File: src/hdl/zx_defines.svh
/*
 * Fixed addresses and sizes of the ZX81 memory and I/O subsystem.
 * Trap addresses match the ZX81 ROM load routine only.
 */
`ifndef ZX_DEFINES_SVH
`define ZX_DEFINES_SVH

// ============================================================
// Tape loader
// ============================================================

// M1 fetch here starts the fast loader
`define ZX_TRAP_ADDR  16'h0347
// M1 fetch at or above this ends the loader
`define ZX_TRAP_END   16'h03C3
// First .p image byte lands here
`define ZX_TAPE_BASE  16'h4009
`define ZX_PATCH_LEN  16'd7
`define ZX_TAPE_DEPTH 16384

// ============================================================
// I/O
// ============================================================
`define ZX_ZXP_PORT   16'hE007

`endif

File: src/hdl/zx_pkg.sv
/*
 * Shared types for the ZX81 memory and I/O subsystem.
 * Keyboard bits are active low, joystick bits active high.
 */
package zx_pkg;

	// ============================================================
	// Bus and memory
	// ============================================================
	typedef logic [15:0] zx_addr_t;
	typedef logic [7:0]  zx_byte_t;
	typedef logic [15:0] zx_ram_addr_t;
	typedef logic [13:0] zx_tape_addr_t;

	// 0 = 1K, 1 = 16K, 2 = 32K, 3 = 48K
	typedef logic [1:0]  zx_mem_size_t;

	// ============================================================
	// Input devices
	// ============================================================
	typedef logic [4:0]  zx_keys_t;
	// Bit 0 right, 1 left, 2 down, 3 up, 4 fire
	typedef logic [4:0]  zx_joy_t;

	// Fast tape loader states
	typedef enum logic [1:0] {
		IDLE,
		COPY,
		DONE
	} zx_loader_state_t;

endpackage

File: src/hdl/zx_bus_arbiter.sv
/*
 * Owns the RAM write port and the CPU read byte; CPU writes are dropped while loading.
 * cpu_din is valid two clk_sys edges after the bus is stable.
 */
`include "zx_defines.svh"

module zx_bus_arbiter (
	input  logic                 clk_sys,
	input  logic                 reset,
	input  zx_pkg::zx_addr_t     addr,
	input  logic                 mreq_n,
	input  logic                 iorq_n,
	input  logic                 rd_n,
	input  logic                 wr_n,
	input  zx_pkg::zx_byte_t     cpu_dout,
	input  logic                 loader_active,
	input  logic                 loader_we,
	input  zx_pkg::zx_ram_addr_t loader_addr,
	input  zx_pkg::zx_byte_t     loader_data,
	input  zx_pkg::zx_byte_t     patch_byte,
	input  zx_pkg::zx_ram_addr_t ram_cpu_addr,
	input  logic                 ram_cpu_en,
	input  zx_pkg::zx_byte_t     ram_q,
	input  zx_pkg::zx_byte_t     io_byte,
	input  logic                 io_sel,
	output zx_pkg::zx_ram_addr_t ram_wr_addr,
	output zx_pkg::zx_byte_t     ram_wr_data,
	output logic                 ram_we,
	output zx_pkg::zx_byte_t     cpu_din
);
	import zx_pkg::*;

	zx_addr_t trap_off;
	logic     mem_rd;
	logic     io_rd;
	logic     sel_patch_q;
	logic     sel_ram_q;
	logic     sel_io_q;

	assign mem_rd   = ~mreq_n & ~rd_n;
	assign io_rd    = ~iorq_n & ~rd_n;
	assign trap_off = addr - `ZX_TRAP_ADDR;

	// ============================================================
	// RAM write port
	// ============================================================
	assign ram_we      = loader_active ? loader_we : (~mreq_n & ~wr_n & ram_cpu_en);
	assign ram_wr_addr = loader_active ? loader_addr : ram_cpu_addr;
	assign ram_wr_data = loader_active ? loader_data : cpu_dout;

	// ============================================================
	// Read path
	// ============================================================

	// Stage 1 picks the source while the RAM read is in flight
	always_ff @(posedge clk_sys) begin
		if (reset) begin
			sel_patch_q <= 1'b0;
			sel_ram_q   <= 1'b0;
			sel_io_q    <= 1'b0;
			cpu_din     <= 8'hFF;
		end else begin
			sel_patch_q <= mem_rd & loader_active & (trap_off < `ZX_PATCH_LEN);
			sel_ram_q   <= mem_rd & ram_cpu_en;
			sel_io_q    <= io_rd & io_sel;

			// Stage 2, priority patch, RAM, I/O, open bus
			if (sel_patch_q) begin
				cpu_din <= patch_byte;
			end else if (sel_ram_q) begin
				cpu_din <= ram_q;
			end else if (sel_io_q) begin
				cpu_din <= io_byte;
			end else begin
				cpu_din <= 8'hFF;
			end
		end
	end

endmodule

File: config.mk
export PLATFORM = sky130hd
export DESIGN_NAME = zx_bus_arbiter
export DESIGN_NICKNAME = d
export VERILOG_FILES = /design/src/hdl/zx_pkg.sv /design/src/hdl/zx_bus_arbiter.sv
export VERILOG_INCLUDE_DIRS = /design/src /design/src/hdl
export SDC_FILE = /design/constraint.sdc
export NUM_CORES = 1
export LEC_CHECK = 0
export BUFFER_PORTS_ARGS = -buffer_cell sky130_fd_sc_hd__buf_2
export CORE_MARGIN = 4
export CORE_UTILIZATION = 30
export DETAILED_ROUTE_END_ITERATION = 8
export GPL_ROUTABILITY_DRIVEN = 0
export GPL_TIMING_DRIVEN = 0
export PLACE_DENSITY = 0.88
export SLEW_MARGIN = 20
export SYNTH_ARGS = -nofsm -noshare
export SYNTH_HDL_FRONTEND = slang
export SYNTH_SLANG_ARGS = --single-unit
File: constraint.sdc
create_clock -name clk_sys -period 2.5 [get_ports clk_sys]
set_input_delay 0.5 -clock clk_sys [delete_from_list [all_inputs] [get_ports clk_sys]]
set_output_delay 0.5 -clock clk_sys [all_outputs]
set_load 0.02 [all_outputs]
Word level (Yosys, flattened, before mapping):

Index checks and enable logic that the tools add are counted.

* bits in registers: 11
* output and inout bits: 33

* magnitude comparators: 1
* mux-type cells: 6
* $add $sub $neg: 1
* bitwise gates (word level): 12

Operator list (number)
* 8-bit two-way mux: 4
* 16-bit by 3-bit < comparator with 1-bit output, second input constant: 1
* 16-bit two-way mux: 1
* 16-bit by 10-bit subtractor with 16-bit output, second input constant: 1
* 1-bit AND: 8
* 1-bit inverter: 4
* 1-bit two-way mux: 1

Depth between registers and ports, before layout:

* word-level depth: 4
* mapped depth: 5

Least setup slack after synthesis:

OpenSTA, ideal clock, no wires.

* path kind: input to output
* from: input port loader_active
* to: output port ram_we
* setup slack: 0.506 ns
* cell stages on the path: 3
* arrival time: 1.494 ns
* cell sequence: buf_2 > buf_1 > o31ai_1

* longest elaborated chain between the ends: 1

RTL lines
* start, declared: line zx_bus_arbiter.sv:16 `input logic loader_active,`
* 1-bit two-way mux: line zx_bus_arbiter.sv:47 `assign ram_we = loader_active ? loader_we : (~mreq_n & ~wr_n & ram_cpu_en);`
* end, declared: line zx_bus_arbiter.sv:28 `output logic ram_we,`

Every way passes these cells.

Worst setup path after layout:

* from: input port loader_active
* to: output port ram_wr_addr[12]

* longest elaborated chain between the ends: 1

RTL lines
* 16-bit two-way mux: line zx_bus_arbiter.sv:48 `assign ram_wr_addr = loader_active ? loader_addr : ram_cpu_addr;`
* end, declared: line zx_bus_arbiter.sv:26 `output zx_pkg::zx_ram_addr_t ram_wr_addr,`

Every way passes these cells.

==> flow_summary_export.csv <==
group,metric,value,unit
critical_path,setup.worst_path.end_class,"output pin",
die,core_area,2545,sq um
placement,hpwlAfterDp,3246,microns
clock_network,tritoncts_clock_tree,"done",
sta,min_period,2.162,ns
yosys,synth_compound_gate_area_share,0.2054,
yosys,ys_ff_latch,11,
die,die_h,60.55,microns
critical_path,critical_path_maximum_fanout,10,
final_layout,mostFrequentLayoutCells,"sky130_fd_sc_hd__buf_2, sky130_fd_sc_hd__mux2_2, sky130_fd_sc_hd__dfxtp_1, sky130_fd_sc_hd__nor2_1, sky130_fd_sc_hd__a211o_1",
yosys,yosysUniqueCellTypes,24,
sta,report.final.hold_viol_count,0,
final_layout,final_common_cell,"sky130_fd_sc_hd__buf_2",
yosys,synth_area,828.3,sq um
die,num_rows,18,
worst_hold_path,min_from,"iorq_n",
die,pin_count,131,
critical_path,critical_path.startpoint_type,"primary input",
final_layout,antenna_cells_inserted,0,
outcome,run_status,"finished clean",
worst_hold_path,min_path_type,"in2reg",
sta,finalSetupViolCount,0,
final_layout,share_of_cells_above_drive_strength_1,0.7162,
yosys,mappedNetlistNets,187,
route,detail_route.drc_violations,0,
grt,first_global_vias,1230,
yosys,synthCells,89,
final_layout,layout.cells.non_filler,252,
final_layout,area_delta_synth_final,85.65,%
clock_network,worst_skew_pair.late_latency,0.25,ns
clock_network,cts_inserted_buffers,3,
worst_hold_path,hold_end,"sel_io_q$_SDFF_PP0_",
route,via_count,1241,
grt,grt_util_all_layers,0.1935,
route,route.final.wire_length,3588,microns
sta,fmax,0.4626,GHz
grt,grt.met3_usage,0.05957,
sta,tns,0,ns
die,dieWidth,60.55,microns
yosys,synth_flop_cell,"sky130_fd_sc_hd__dfxtp_1",
yosys,simple_gate_area_share_of_the_yosys_netlist,0.1601,
yosys,synth.yosys.warnings,0,
clock_network,postCtsSetupBuffers,0,
yosys,syn_area_per_cell,9.307,sq um
clock_network,post_cts_resized,0,
critical_path,reg2regPathDepth,4,
critical_path,timing.reg2reg.setup_slack,1.12,ns
pwr,power_density,334.1,nW/um^2
route,dr.first_iter.drc_count,50,
grt,wire_length_of_the_first_global_routing_pass,5388,microns
grt,grt_antenna_before_repair,0,
sta,tightest_slew,0.4841,ns
critical_path,critical_path_rt,2.00,ns
yosys,synth-adder-area-share,0,
yosys,synth_mux_area_frac,0.3263,
placement,placed_cell_area,1511,sq um
route,route.antenna.remaining_nets,0,
yosys,synth-edff-count,0,
pwr,vdd_drop_max,0.0002668,V
clock_network,cts_sinks,11,
critical_path,critical_path_arrival,1.66,ns
clock_network,clock_path_buffers,2,
sta,slew_violations,0,
placement,port_buffers,129,
die,fp.dieArea,3666,sq um
critical_path,rr_endpoint,"cpu_din[1]$_SDFF_PP1_",
flow_run,cap_viol_max_count,0,
yosys,synth.yosys.seq_area_share,0.2659,
sta,timing.clock.skew,0.002618,ns
route,vias_per_cell,4.925,
yosys,synth-xor-area-share,0,
clock_network,hold_buffers,0,
clock_network,cts_max_level,1,
pwr,power_leakage,0.7777,nW
critical_path,worst-setup-path-type,"in2out",
yosys,async_reset_ff_frac,0,
route,routedWlPerCell,14.24,microns
yosys,dominant_combinational_cell_family_by_area_after_synthesis,"multiplexers",
sta,final.period_utilization,0.8647,
grt,grt_busiest_layer,"met2",
placement,place_inst,248,
grt,grt_use_met1,0.1941,
grt,grt_start_max_net_pins,11,
final_layout,layout.nets,321,
grt,grt-ovfl-total,0,
sta,slew-limit-headroom,0.6773,
route,first_pass_iters,4,
sta,rsz0062_at_grt,"no",
worst_hold_path,timing.hold.worst_path_depth,2,
grt,met2_usage,0.3719,
die,initial_core_utilization,0.3255,
clock_network,clk_pin_slew_worst_paths,0.06,ns
final_layout,fin_area,1538,sq um
clock_network,clock_tree.root_cell,"sky130_fd_sc_hd__clkbuf_4",
critical_path,r2r-start,"sel_patch_q$_SDFF_PP0_",
cell type report:
cell class / count / area (sq um)
inverter: 2 / 7.507
buffer: 7 / 27.53
sequential: 11 / 220.2
fill: 244 / 1007
tap: 30 / 37.54
timing repair buffer: 129 / 645.6
multi-input combinational: 69 / 573.1
clock buffer: 4 / 26.28
flip-flops by register name, indices dropped and copies added (netlist names):
name,count
sel_ram_q,1
sel_patch_q,1
cpu_din,8
sel_io_q,1
power breakdown:
part / internal [W] / total [W] / switching (W)
combinational: 0.000114 / 0.000223 / 0.000108
sequential: 0.000179 / 0.000180 / 0.00000115
clock: 0.0000615 / 0.000111 / 0.0000498
cells by family (layout without fill, tap and decap cells):
logic type             count (synthesis)  in the layout
muxes                                 24             24
and+or+nand+nor                       23             23
AOI/OAI and AO/OA                     22             22
DFF                                   11             11
buffers and inverters                  9            142
synthesized netlist by cell type (2+ instances only):
cell type                  instances  area [sq um]
sky130_fd_sc_hd__nand2_1           2         7.510
sky130_fd_sc_hd__nor3_1            2         10.01
sky130_fd_sc_hd__a211o_1           8         70.07
sky130_fd_sc_hd__buf_1             2         7.510
sky130_fd_sc_hd__inv_1             2         7.510
sky130_fd_sc_hd__nand2b_1          2         12.51
sky130_fd_sc_hd__a31oi_1           2         12.51
sky130_fd_sc_hd__nor4b_1           3         26.28
sky130_fd_sc_hd__mux2_2           24         270.3
sky130_fd_sc_hd__clkbuf_1          4         15.01
sky130_fd_sc_hd__dfxtp_1          11         220.2
sky130_fd_sc_hd__nor2_1            9         33.78
sky130_fd_sc_hd__o22ai_1           7         43.79
per-stage QoR:
| stage | total power (W) | setup WS [ns] | hold WS [ns] | utilization |
|---|---|---|---|---|
| 6_report | 0.0005137 | 0.3384 | 0.4028 | 0.6042 |
| 5_1_grt | 0.0005471 | 0.2530 | 0.3990 | 0.6042 |
| 4_1_cts | 0.0005211 | 0.3222 | 0.3987 | 0.6042 |
| 3_5_place_dp | 0.0004074 | 0.3196 | 0.6738 | 0.5939 |
| 3_3_place_gp | 0.0004036 | 0.3400 | 0.6631 | 0.5939 |
| 2_1_floorplan | 0.0002925 | 0.5065 | 0.5767 | - |
worst max-delay path by stage:
stage / startpoint / to / slack (ns) / cells past startpoint
finish: loader_active / ram_wr_addr[12] / 0.34 / 4
global route: loader_active / ram_wr_data[2] / 0.25 / 4
CTS: loader_active / ram_wr_addr[12] / 0.32 / 4
detailed placement: loader_active / ram_wr_addr[12] / 0.32 / 4
global placement: loader_active / ram_wr_addr[5] / 0.34 / 4
floorplan: loader_active / ram_we / 0.51 / 3
routing by layer:
layer  wire length, microns  vias up
met5                      0        -
met2                   1769       82
met3                    541        8
met4                     76        0
met1                   1200      543
li1                       -      608
worst max-delay path, cell delays in order:
cell and delay, ns:
sky130_fd_sc_hd__buf_2 0.18, sky130_fd_sc_hd__buf_1 0.41, sky130_fd_sc_hd__mux2_2 0.39, sky130_fd_sc_hd__buf_2 0.16
Note: power is estimated with default switching activity, not from simulation.
