File: src/hdl/zx_defines.svh
/*
 * Fixed addresses and sizes of the ZX81 memory and I/O subsystem.
 * Trap addresses match the ZX81 ROM load routine only.
 */
`ifndef ZX_DEFINES_SVH
`define ZX_DEFINES_SVH

// ============================================================
// Tape loader
// ============================================================

// M1 fetch here starts the fast loader
`define ZX_TRAP_ADDR  16'h0347
// M1 fetch at or above this ends the loader
`define ZX_TRAP_END   16'h03C3
// First .p image byte lands here
`define ZX_TAPE_BASE  16'h4009
`define ZX_PATCH_LEN  16'd7
`define ZX_TAPE_DEPTH 16384

// ============================================================
// I/O
// ============================================================
`define ZX_ZXP_PORT   16'hE007

`endif

File: src/hdl/zx_pkg.sv
/*
 * Shared types for the ZX81 memory and I/O subsystem.
 * Keyboard bits are active low, joystick bits active high.
 */
package zx_pkg;

	// ============================================================
	// Bus and memory
	// ============================================================
	typedef logic [15:0] zx_addr_t;
	typedef logic [7:0]  zx_byte_t;
	typedef logic [15:0] zx_ram_addr_t;
	typedef logic [13:0] zx_tape_addr_t;

	// 0 = 1K, 1 = 16K, 2 = 32K, 3 = 48K
	typedef logic [1:0]  zx_mem_size_t;

	// ============================================================
	// Input devices
	// ============================================================
	typedef logic [4:0]  zx_keys_t;
	// Bit 0 right, 1 left, 2 down, 3 up, 4 fire
	typedef logic [4:0]  zx_joy_t;

	// Fast tape loader states
	typedef enum logic [1:0] {
		IDLE,
		COPY,
		DONE
	} zx_loader_state_t;

endpackage

File: src/hdl/zx_joy_port.sv
/*
 * ZXpand joystick port at E007h and the keyboard read on even ports.
 * Sinclair joystick mapping only; bit 7 of the keyboard byte reads as 0.
 */
`include "zx_defines.svh"

module zx_joy_port (
	input  logic             clk_sys,
	input  logic             reset,
	input  zx_pkg::zx_addr_t addr,
	input  logic             iorq_n,
	input  logic             rd_n,
	input  logic             wr_n,
	input  zx_pkg::zx_byte_t cpu_dout,
	input  zx_pkg::zx_keys_t key_data,
	input  zx_pkg::zx_joy_t  joy,
	input  logic             hz50,
	output zx_pkg::zx_byte_t io_byte,
	output logic             io_sel
);
	import zx_pkg::*;

	zx_byte_t zxp_value;
	zx_keys_t joy_mask;
	logic     zxp_override;
	logic     zxp_sel;
	logic     kbd_sel;

	assign zxp_sel = ~iorq_n & (addr == `ZX_ZXP_PORT);
	assign kbd_sel = ~iorq_n & ~rd_n & ~addr[0];
	assign io_sel  = kbd_sel | (zxp_sel & ~rd_n);

	// ============================================================
	// ZXpand command register
	// ============================================================
	always_ff @(posedge clk_sys) begin
		if (reset) begin
			zxp_value    <= 8'hFF;
			zxp_override <= 1'b0;
		end else if (zxp_sel & ~wr_n) begin
			case (cpu_dout)
				8'hAA: zxp_value <= 8'hF0;
				8'h55: zxp_value <= 8'h0F;
				8'hA0: begin
					// Up, down, left, right, fire, active low
					zxp_value    <= {~joy[3:0], ~joy[4], 3'b000};
					zxp_override <= 1'b1;
				end
				default: zxp_value <= 8'hFF;
			endcase
		end
	end

	// ============================================================
	// Read value
	// ============================================================

	// Sinclair 1 joystick on keys 6-0, only on the row with A12 low
	assign joy_mask = (zxp_override | addr[12]) ? 5'b11111 :
		~{joy[1], joy[0], joy[2], joy[3], joy[4]};

	assign io_byte = kbd_sel ? {1'b0, hz50, 1'b0, key_data & joy_mask} : zxp_value;

endmodule

File: config.mk
export PLATFORM = sky130hd
export DESIGN_NAME = zx_joy_port
export DESIGN_NICKNAME = d
export VERILOG_FILES = /design/src/hdl/zx_pkg.sv /design/src/hdl/zx_joy_port.sv
export VERILOG_INCLUDE_DIRS = /design/src /design/src/hdl
export SDC_FILE = /design/constraint.sdc
export NUM_CORES = 1
export LEC_CHECK = 0
export ABC_AREA = 1
export BUFFER_PORTS_ARGS = -buffer_cell sky130_fd_sc_hd__buf_2
export CORE_MARGIN = 10
export CORE_UTILIZATION = 41
export CTS_CLUSTER_DIAMETER = 200
export DETAILED_ROUTE_END_ITERATION = 16
export PLACE_DENSITY = 0.75
export SLEW_MARGIN = 10
export SYNTH_ARGS = -nofsm -noshare
export SYNTH_HDL_FRONTEND = slang
export SYNTH_SLANG_ARGS = --single-unit
export TNS_END_PERCENT = 5
File: constraint.sdc
create_clock -name clk_sys -period 1.13 [get_ports clk_sys]
set_clock_uncertainty 0.2 [all_clocks]
set_input_delay 0.0565 -clock clk_sys [delete_from_list [all_inputs] [get_ports clk_sys]]
set_output_delay 0.0565 -clock clk_sys [all_outputs]
set_load 0.005 [all_outputs]
* After elaboration in Yosys (flattened, before gate mapping)
Cells that the tools add are included.
Storage, ports and cells: word-level logic and storage cells 25, flip-flop bits (word level) 9, input bits 40
Operators by class: multiplexer cells 3, reduce and logical (&&, ||, !) cells 1, eq/ne operators 4, bitwise operators 15
Operators with widths (number):
- $pmux W8 S3 | 1
- $eq A16 B16 Y1 const B | 1
- $eq A8 B8 Y1 const B | 2
- $eq A8 B7 Y1 const B | 1
- $mux W8 | 1
- $and A1 B1 Y1 | 5
- $and A5 B5 Y5 | 1
- $mux W5 | 1
- $not A1 Y1 | 5
- $not A5 Y5 | 1
- $not A4 Y4 | 1
- $or A1 B1 Y1 | 2
- $reduce_and A2 Y1 | 1

* Longest topological paths before layout
depth after elaboration 4, gate-level depth with buffers 9, mapped depth without buffers 9

* Worst setup path before layout
Ideal clock, no wire load.
kind in2reg, from in cpu_dout[2], to reg zxp_value[4], stages on the path 8, data arrival time 0.639 ns, path buffers 0, data required time 0.808 ns, path slack 0.169 ns, path through inv_1 > nand2_1 > nor2_4 > nand2_2 > nand2_2 > nand2_1 > nand3_1 > nand3_1
Between the ends: longest elaborated chain between the ends 2, elaborated cells between the ends (all ways) 4, classes of those cells 3 x eq/ne; 1 x mux
RTL lines:
- start, declared | RTL line zx_joy_port.sv:14 | input zx_pkg::zx_byte_t cpu_dout,
- $eq A8 B8 Y1 or $eq A8 B7 Y1 (tied branches) | RTL line zx_joy_port.sv:41 | case (cpu_dout)
- $pmux W8 S3 (*) | RTL line zx_joy_port.sv:41
- end signal, assigned | RTL line zx_joy_port.sv:46 | zxp_value <= {~joy[3:0], ~joy[4], 3'b000};
- end, declared | RTL line zx_joy_port.sv:23 | zx_byte_t zxp_value;
Mark *: on every way between the ends. The rest lies on a longest branch, timed or not. A chain may end at the register's enable or synchronous reset.

* Final worst setup path
from reg zxp_override, to out io_byte[2]
Between the ends: longest elaborated chain between the ends 4
RTL lines:
- start, declared | RTL line zx_joy_port.sv:25 | logic zxp_override;
- start signal, assigned | RTL line zx_joy_port.sv:39 | zxp_override <= 1'b0;
- start signal, assigned | RTL line zx_joy_port.sv:47 | zxp_override <= 1'b1;
- $or A1 B1 Y1 | RTL line zx_joy_port.sv:59 | assign joy_mask = (zxp_override | addr[12]) ? 5'b11111 :
- $mux W5 | RTL line zx_joy_port.sv:59
- $and A5 B5 Y5 | RTL line zx_joy_port.sv:62 | assign io_byte = kbd_sel ? {1'b0, hz50, 1'b0, key_data & joy_mask} : zxp_value;
- $mux W8 | RTL line zx_joy_port.sv:62
- end, declared | RTL line zx_joy_port.sv:18 | output zx_pkg::zx_byte_t io_byte,
Every way passes these cells.

==> impl_results.md <==
- Setup repair after global routing missed its margin: true
- Synthesized netlist cell count: ~150
- Initial core utilization: 43.7%
- Sinks on the clock net: 7
- Gate family responsible for the most delay along the worst path: flip-flops
- Router iterations before antenna repair: 4
- Largest stage delay on the critical path: approximately 320 ps
- Final worst-path cycle share: 116%
- Vias in the first global route: between 1k and 1.5k
- Violations in the final reports: hold timing, setup timing
- Crit path cell chain: nor2_2 -> inv_2 -> o21ai_1 -> o21ai_1 -> buf_2
- Endpoints failing hold: 2
- Final number of max-transition violations: 0
- Synth Register Bits: 7
- Actual slew at the worst max-slew pin: 271 ps
- Critical Path Fanout Max: 5
- Count of buffering cells on the critical path with inverters included: 2
- Initial DRC Count: 50
- Type of origin of the critical path: register
- Maxcap violations: 0
- Reg2Reg Launch Point: zxp_value[4]
- Maximum resistive drop on vdd: 615 uV
- Number of buffers added for setup after CTS: 0
- Final worst hold slack: -51.1 ps
- Count of unresolved DRC violations after routing: 0
- Max-slew headroom: 81.8%
- Setup tns final: -854 ps
- PD cells: 621 nW/um2
- Crit-path slowest cell: sky130_fd_sc_hd__dfxtp_2
- CTS H-Tree Depth: 1
- Clock buffers created by TritonCTS: 3
- Remaining global-route overflow: 0
- Outcome: complete, but fails checks
- Wirelength, routed: 2.48 mm
- Final Core Density: a little under two thirds
- Arrival time at the worst endpoint: 1050 ps
- Reg-to-Reg End: zxp_value[4]
- Placeable core area: approximately 1700 um2
- Reported leakage power: between 0.6 and 0.7 nW
- Buffer cell driving the clock tree root: sky130_fd_sc_hd__clkbuf_4
- Count of input and output buffers: 48
- Worst Setup Path Type: register to output pin
- Share of post-route cells with drive strength above 1: 37.4%
- Hpwl dp: 2.17 mm
- Count of hold buffers inserted by post-cts repair: 2
- Wire length of the first global-routing pass: 4.28 mm
- Warnings from Yosys: 0
- Cell Count Post-Placement: 222
- Floorplan die area: ~4000 um2
- Share of the synthesized area in the top cell type: about a fifth
- Placement Cell Area: about 1100 um2
- Total non-filler cell area in the finished layout: 1110 um2
- Leading post-synthesis cells by cell area: sky130_fd_sc_hd__nand2_1 (20%), sky130_fd_sc_hd__dfxtp_1 (18%), sky130_fd_sc_hd__inv_1 (14%)
- Reg2reg path depth: 2
- Clock latency on the worst-skew pair: 260 ps
- Seq/Total Area, Yosys: 18.4%
- Final WS setup: -180 ps
- Total standard cell area after synthesis: ~760 um2
- Worst endpoint required time: 870 ps
- Clk slew on worst S/H paths: 60 ps
- Top cell type by total area after synthesis: sky130_fd_sc_hd__nand2_1
- TritonCTS clock tree: yes
- Initial antenna violation count: 0
- Diode insertion count for antenna repair: 0
- Final setup violating endpoints: 5
- Register-to-Register Setup Slack: approximately 350 ps
- Number of buffers between clock root and the deepest sink: 2
- Number of different library cells in the post-synthesis netlist: 14
- Worst setup path endpoint: io_byte[2]
- Syn nets: between 150 and 200
- Average size of a mapped cell: between 5 and 6 um2
- Type of destination of the critical path: output pin
- Most repeated library cell on the critical path: sky130_fd_sc_hd__o21ai_1
- Overall power: 692 uW
- Aggregate global-route resource usage: 12.3%
- Chip width: between 60 and 70 um
- FP Rows: 15
- Fin cells: around 230
- Per-cell routed wire length: 10.9 um
- Setup crit start: zxp_override
- Pre-CTS setup slack: -66.9 ps
- CP Depth: 5
- Die outline height: roughly 63 um
- Total vias in the final route: approximately 1.1k
- Nets@finish: 244
- Vias per std cell: 4.63
- Area added between synthesis and finish: 46.3%
- Min Tclk post-route: 1310 ps
- Placer Congestion: 0.793
- Number of cells traversed by the worst hold path: 4
- ANT nets after route: 0
- Pin count of the biggest net entering global routing: 12
- Io pins: 49
- FMAX: 764 MHz
- Worst hold path class: input pin to register
- Fill count: 176
worst min-delay path, stage by stage:
cell and delay, ps:
sky130_fd_sc_hd__buf_2 100, sky130_fd_sc_hd__nor3b_2 60, sky130_fd_sc_hd__nand4_1 100, sky130_fd_sc_hd__a21oi_1 60
per-layer routing:
layer | GRT usage [%] | vias to the layer above | part of all wire [%]
met2 | 21.7 | 41 | 49
met5 | 0 | - | 0
li1 | - | 565 | -
met3 | 4.06 | 0 | 7.5
met4 | 2.79 | 0 | 0
met1 | 13.9 | 450 | 44
power breakdown:
part,switching [mW],internal [mW]
Sequential,0.00000103,0.247
Clock,0.103,0.130
Combinational,0.114,0.0992
cell type report:
type,instances,area [um2],share of cell area (%)
sequential,7,144,12.9
clock inverter,1,5.00,0.449
multi-input combinational,110,526,47.1
tap,25,31.3,2.81
clock buffer,3,22.5,2.02
inverter,29,109,9.76
timing repair buffer,53,278,24.9
worst min path at each step:
| stage | startpoint | endpoint | slack (ps) |
|---|---|---|---|
| global placement | reset | zxp_override | 40 |
| finish | addr[4] | zxp_override | -50 |
| global route | addr[7] | zxp_override | -50 |
| floorplan | reset | zxp_override | -70 |
| CTS | addr[7] | zxp_override | -60 |
| detailed placement | reset | zxp_override | 30 |
cell usage after synthesis:
library cell,instances
sky130_fd_sc_hd__a21oi_1,1
sky130_fd_sc_hd__buf_2,1
sky130_fd_sc_hd__dfxtp_1,7
sky130_fd_sc_hd__inv_1,29
sky130_fd_sc_hd__nand2_1,40
sky130_fd_sc_hd__nand2_2,2
sky130_fd_sc_hd__nand3_1,21
sky130_fd_sc_hd__nand3_2,2
sky130_fd_sc_hd__nand4_1,2
sky130_fd_sc_hd__nor2_1,25
sky130_fd_sc_hd__nor2_2,3
sky130_fd_sc_hd__nor2_4,2
sky130_fd_sc_hd__nor3b_2,1
sky130_fd_sc_hd__o21ai_0,11
placed cells by master (no fill, tap or decap), types with 2 or more instances in the layout:
| cell type | instances |
|---|---|
| sky130_fd_sc_hd__buf_2 | 49 |
| sky130_fd_sc_hd__nand2_1 | 40 |
| sky130_fd_sc_hd__inv_1 | 25 |
| sky130_fd_sc_hd__nor2_1 | 24 |
| sky130_fd_sc_hd__nand3_1 | 21 |
| sky130_fd_sc_hd__o21ai_1 | 9 |
| sky130_fd_sc_hd__inv_2 | 4 |
| sky130_fd_sc_hd__nor2_2 | 4 |
| sky130_fd_sc_hd__dfxtp_1 | 4 |
| sky130_fd_sc_hd__clkbuf_4 | 3 |
| sky130_fd_sc_hd__buf_4 | 3 |
| sky130_fd_sc_hd__dfxtp_2 | 3 |
| sky130_fd_sc_hd__o21ai_2 | 2 |
| sky130_fd_sc_hd__nand4_1 | 2 |
| sky130_fd_sc_hd__nor2_4 | 2 |
| sky130_fd_sc_hd__nand2_2 | 2 |
state kept, by name (all words and copies together), names as in the netlist:
register / count
zxp_override: 1
zxp_value: 6
repair_timing:
| item | CTS | global route |
|---|---|---|
| pin swaps | 2 | 2 |
| endpoints found under the setup margin | 5 | 16 |
| cloned | 0 | 0 |
| endpoints found under the hold margin | 7 | 1 |
| gates resized for setup | 14 | 9 |
logic make-up after synthesis:
logic type	synth area share, %
AOI/OAI and AO/OA	7.88
and+or+nand+nor	58.8
DFF	18.4
buffers and inverters	14.9
No activity file was read; power rests on OpenSTA's default activity.
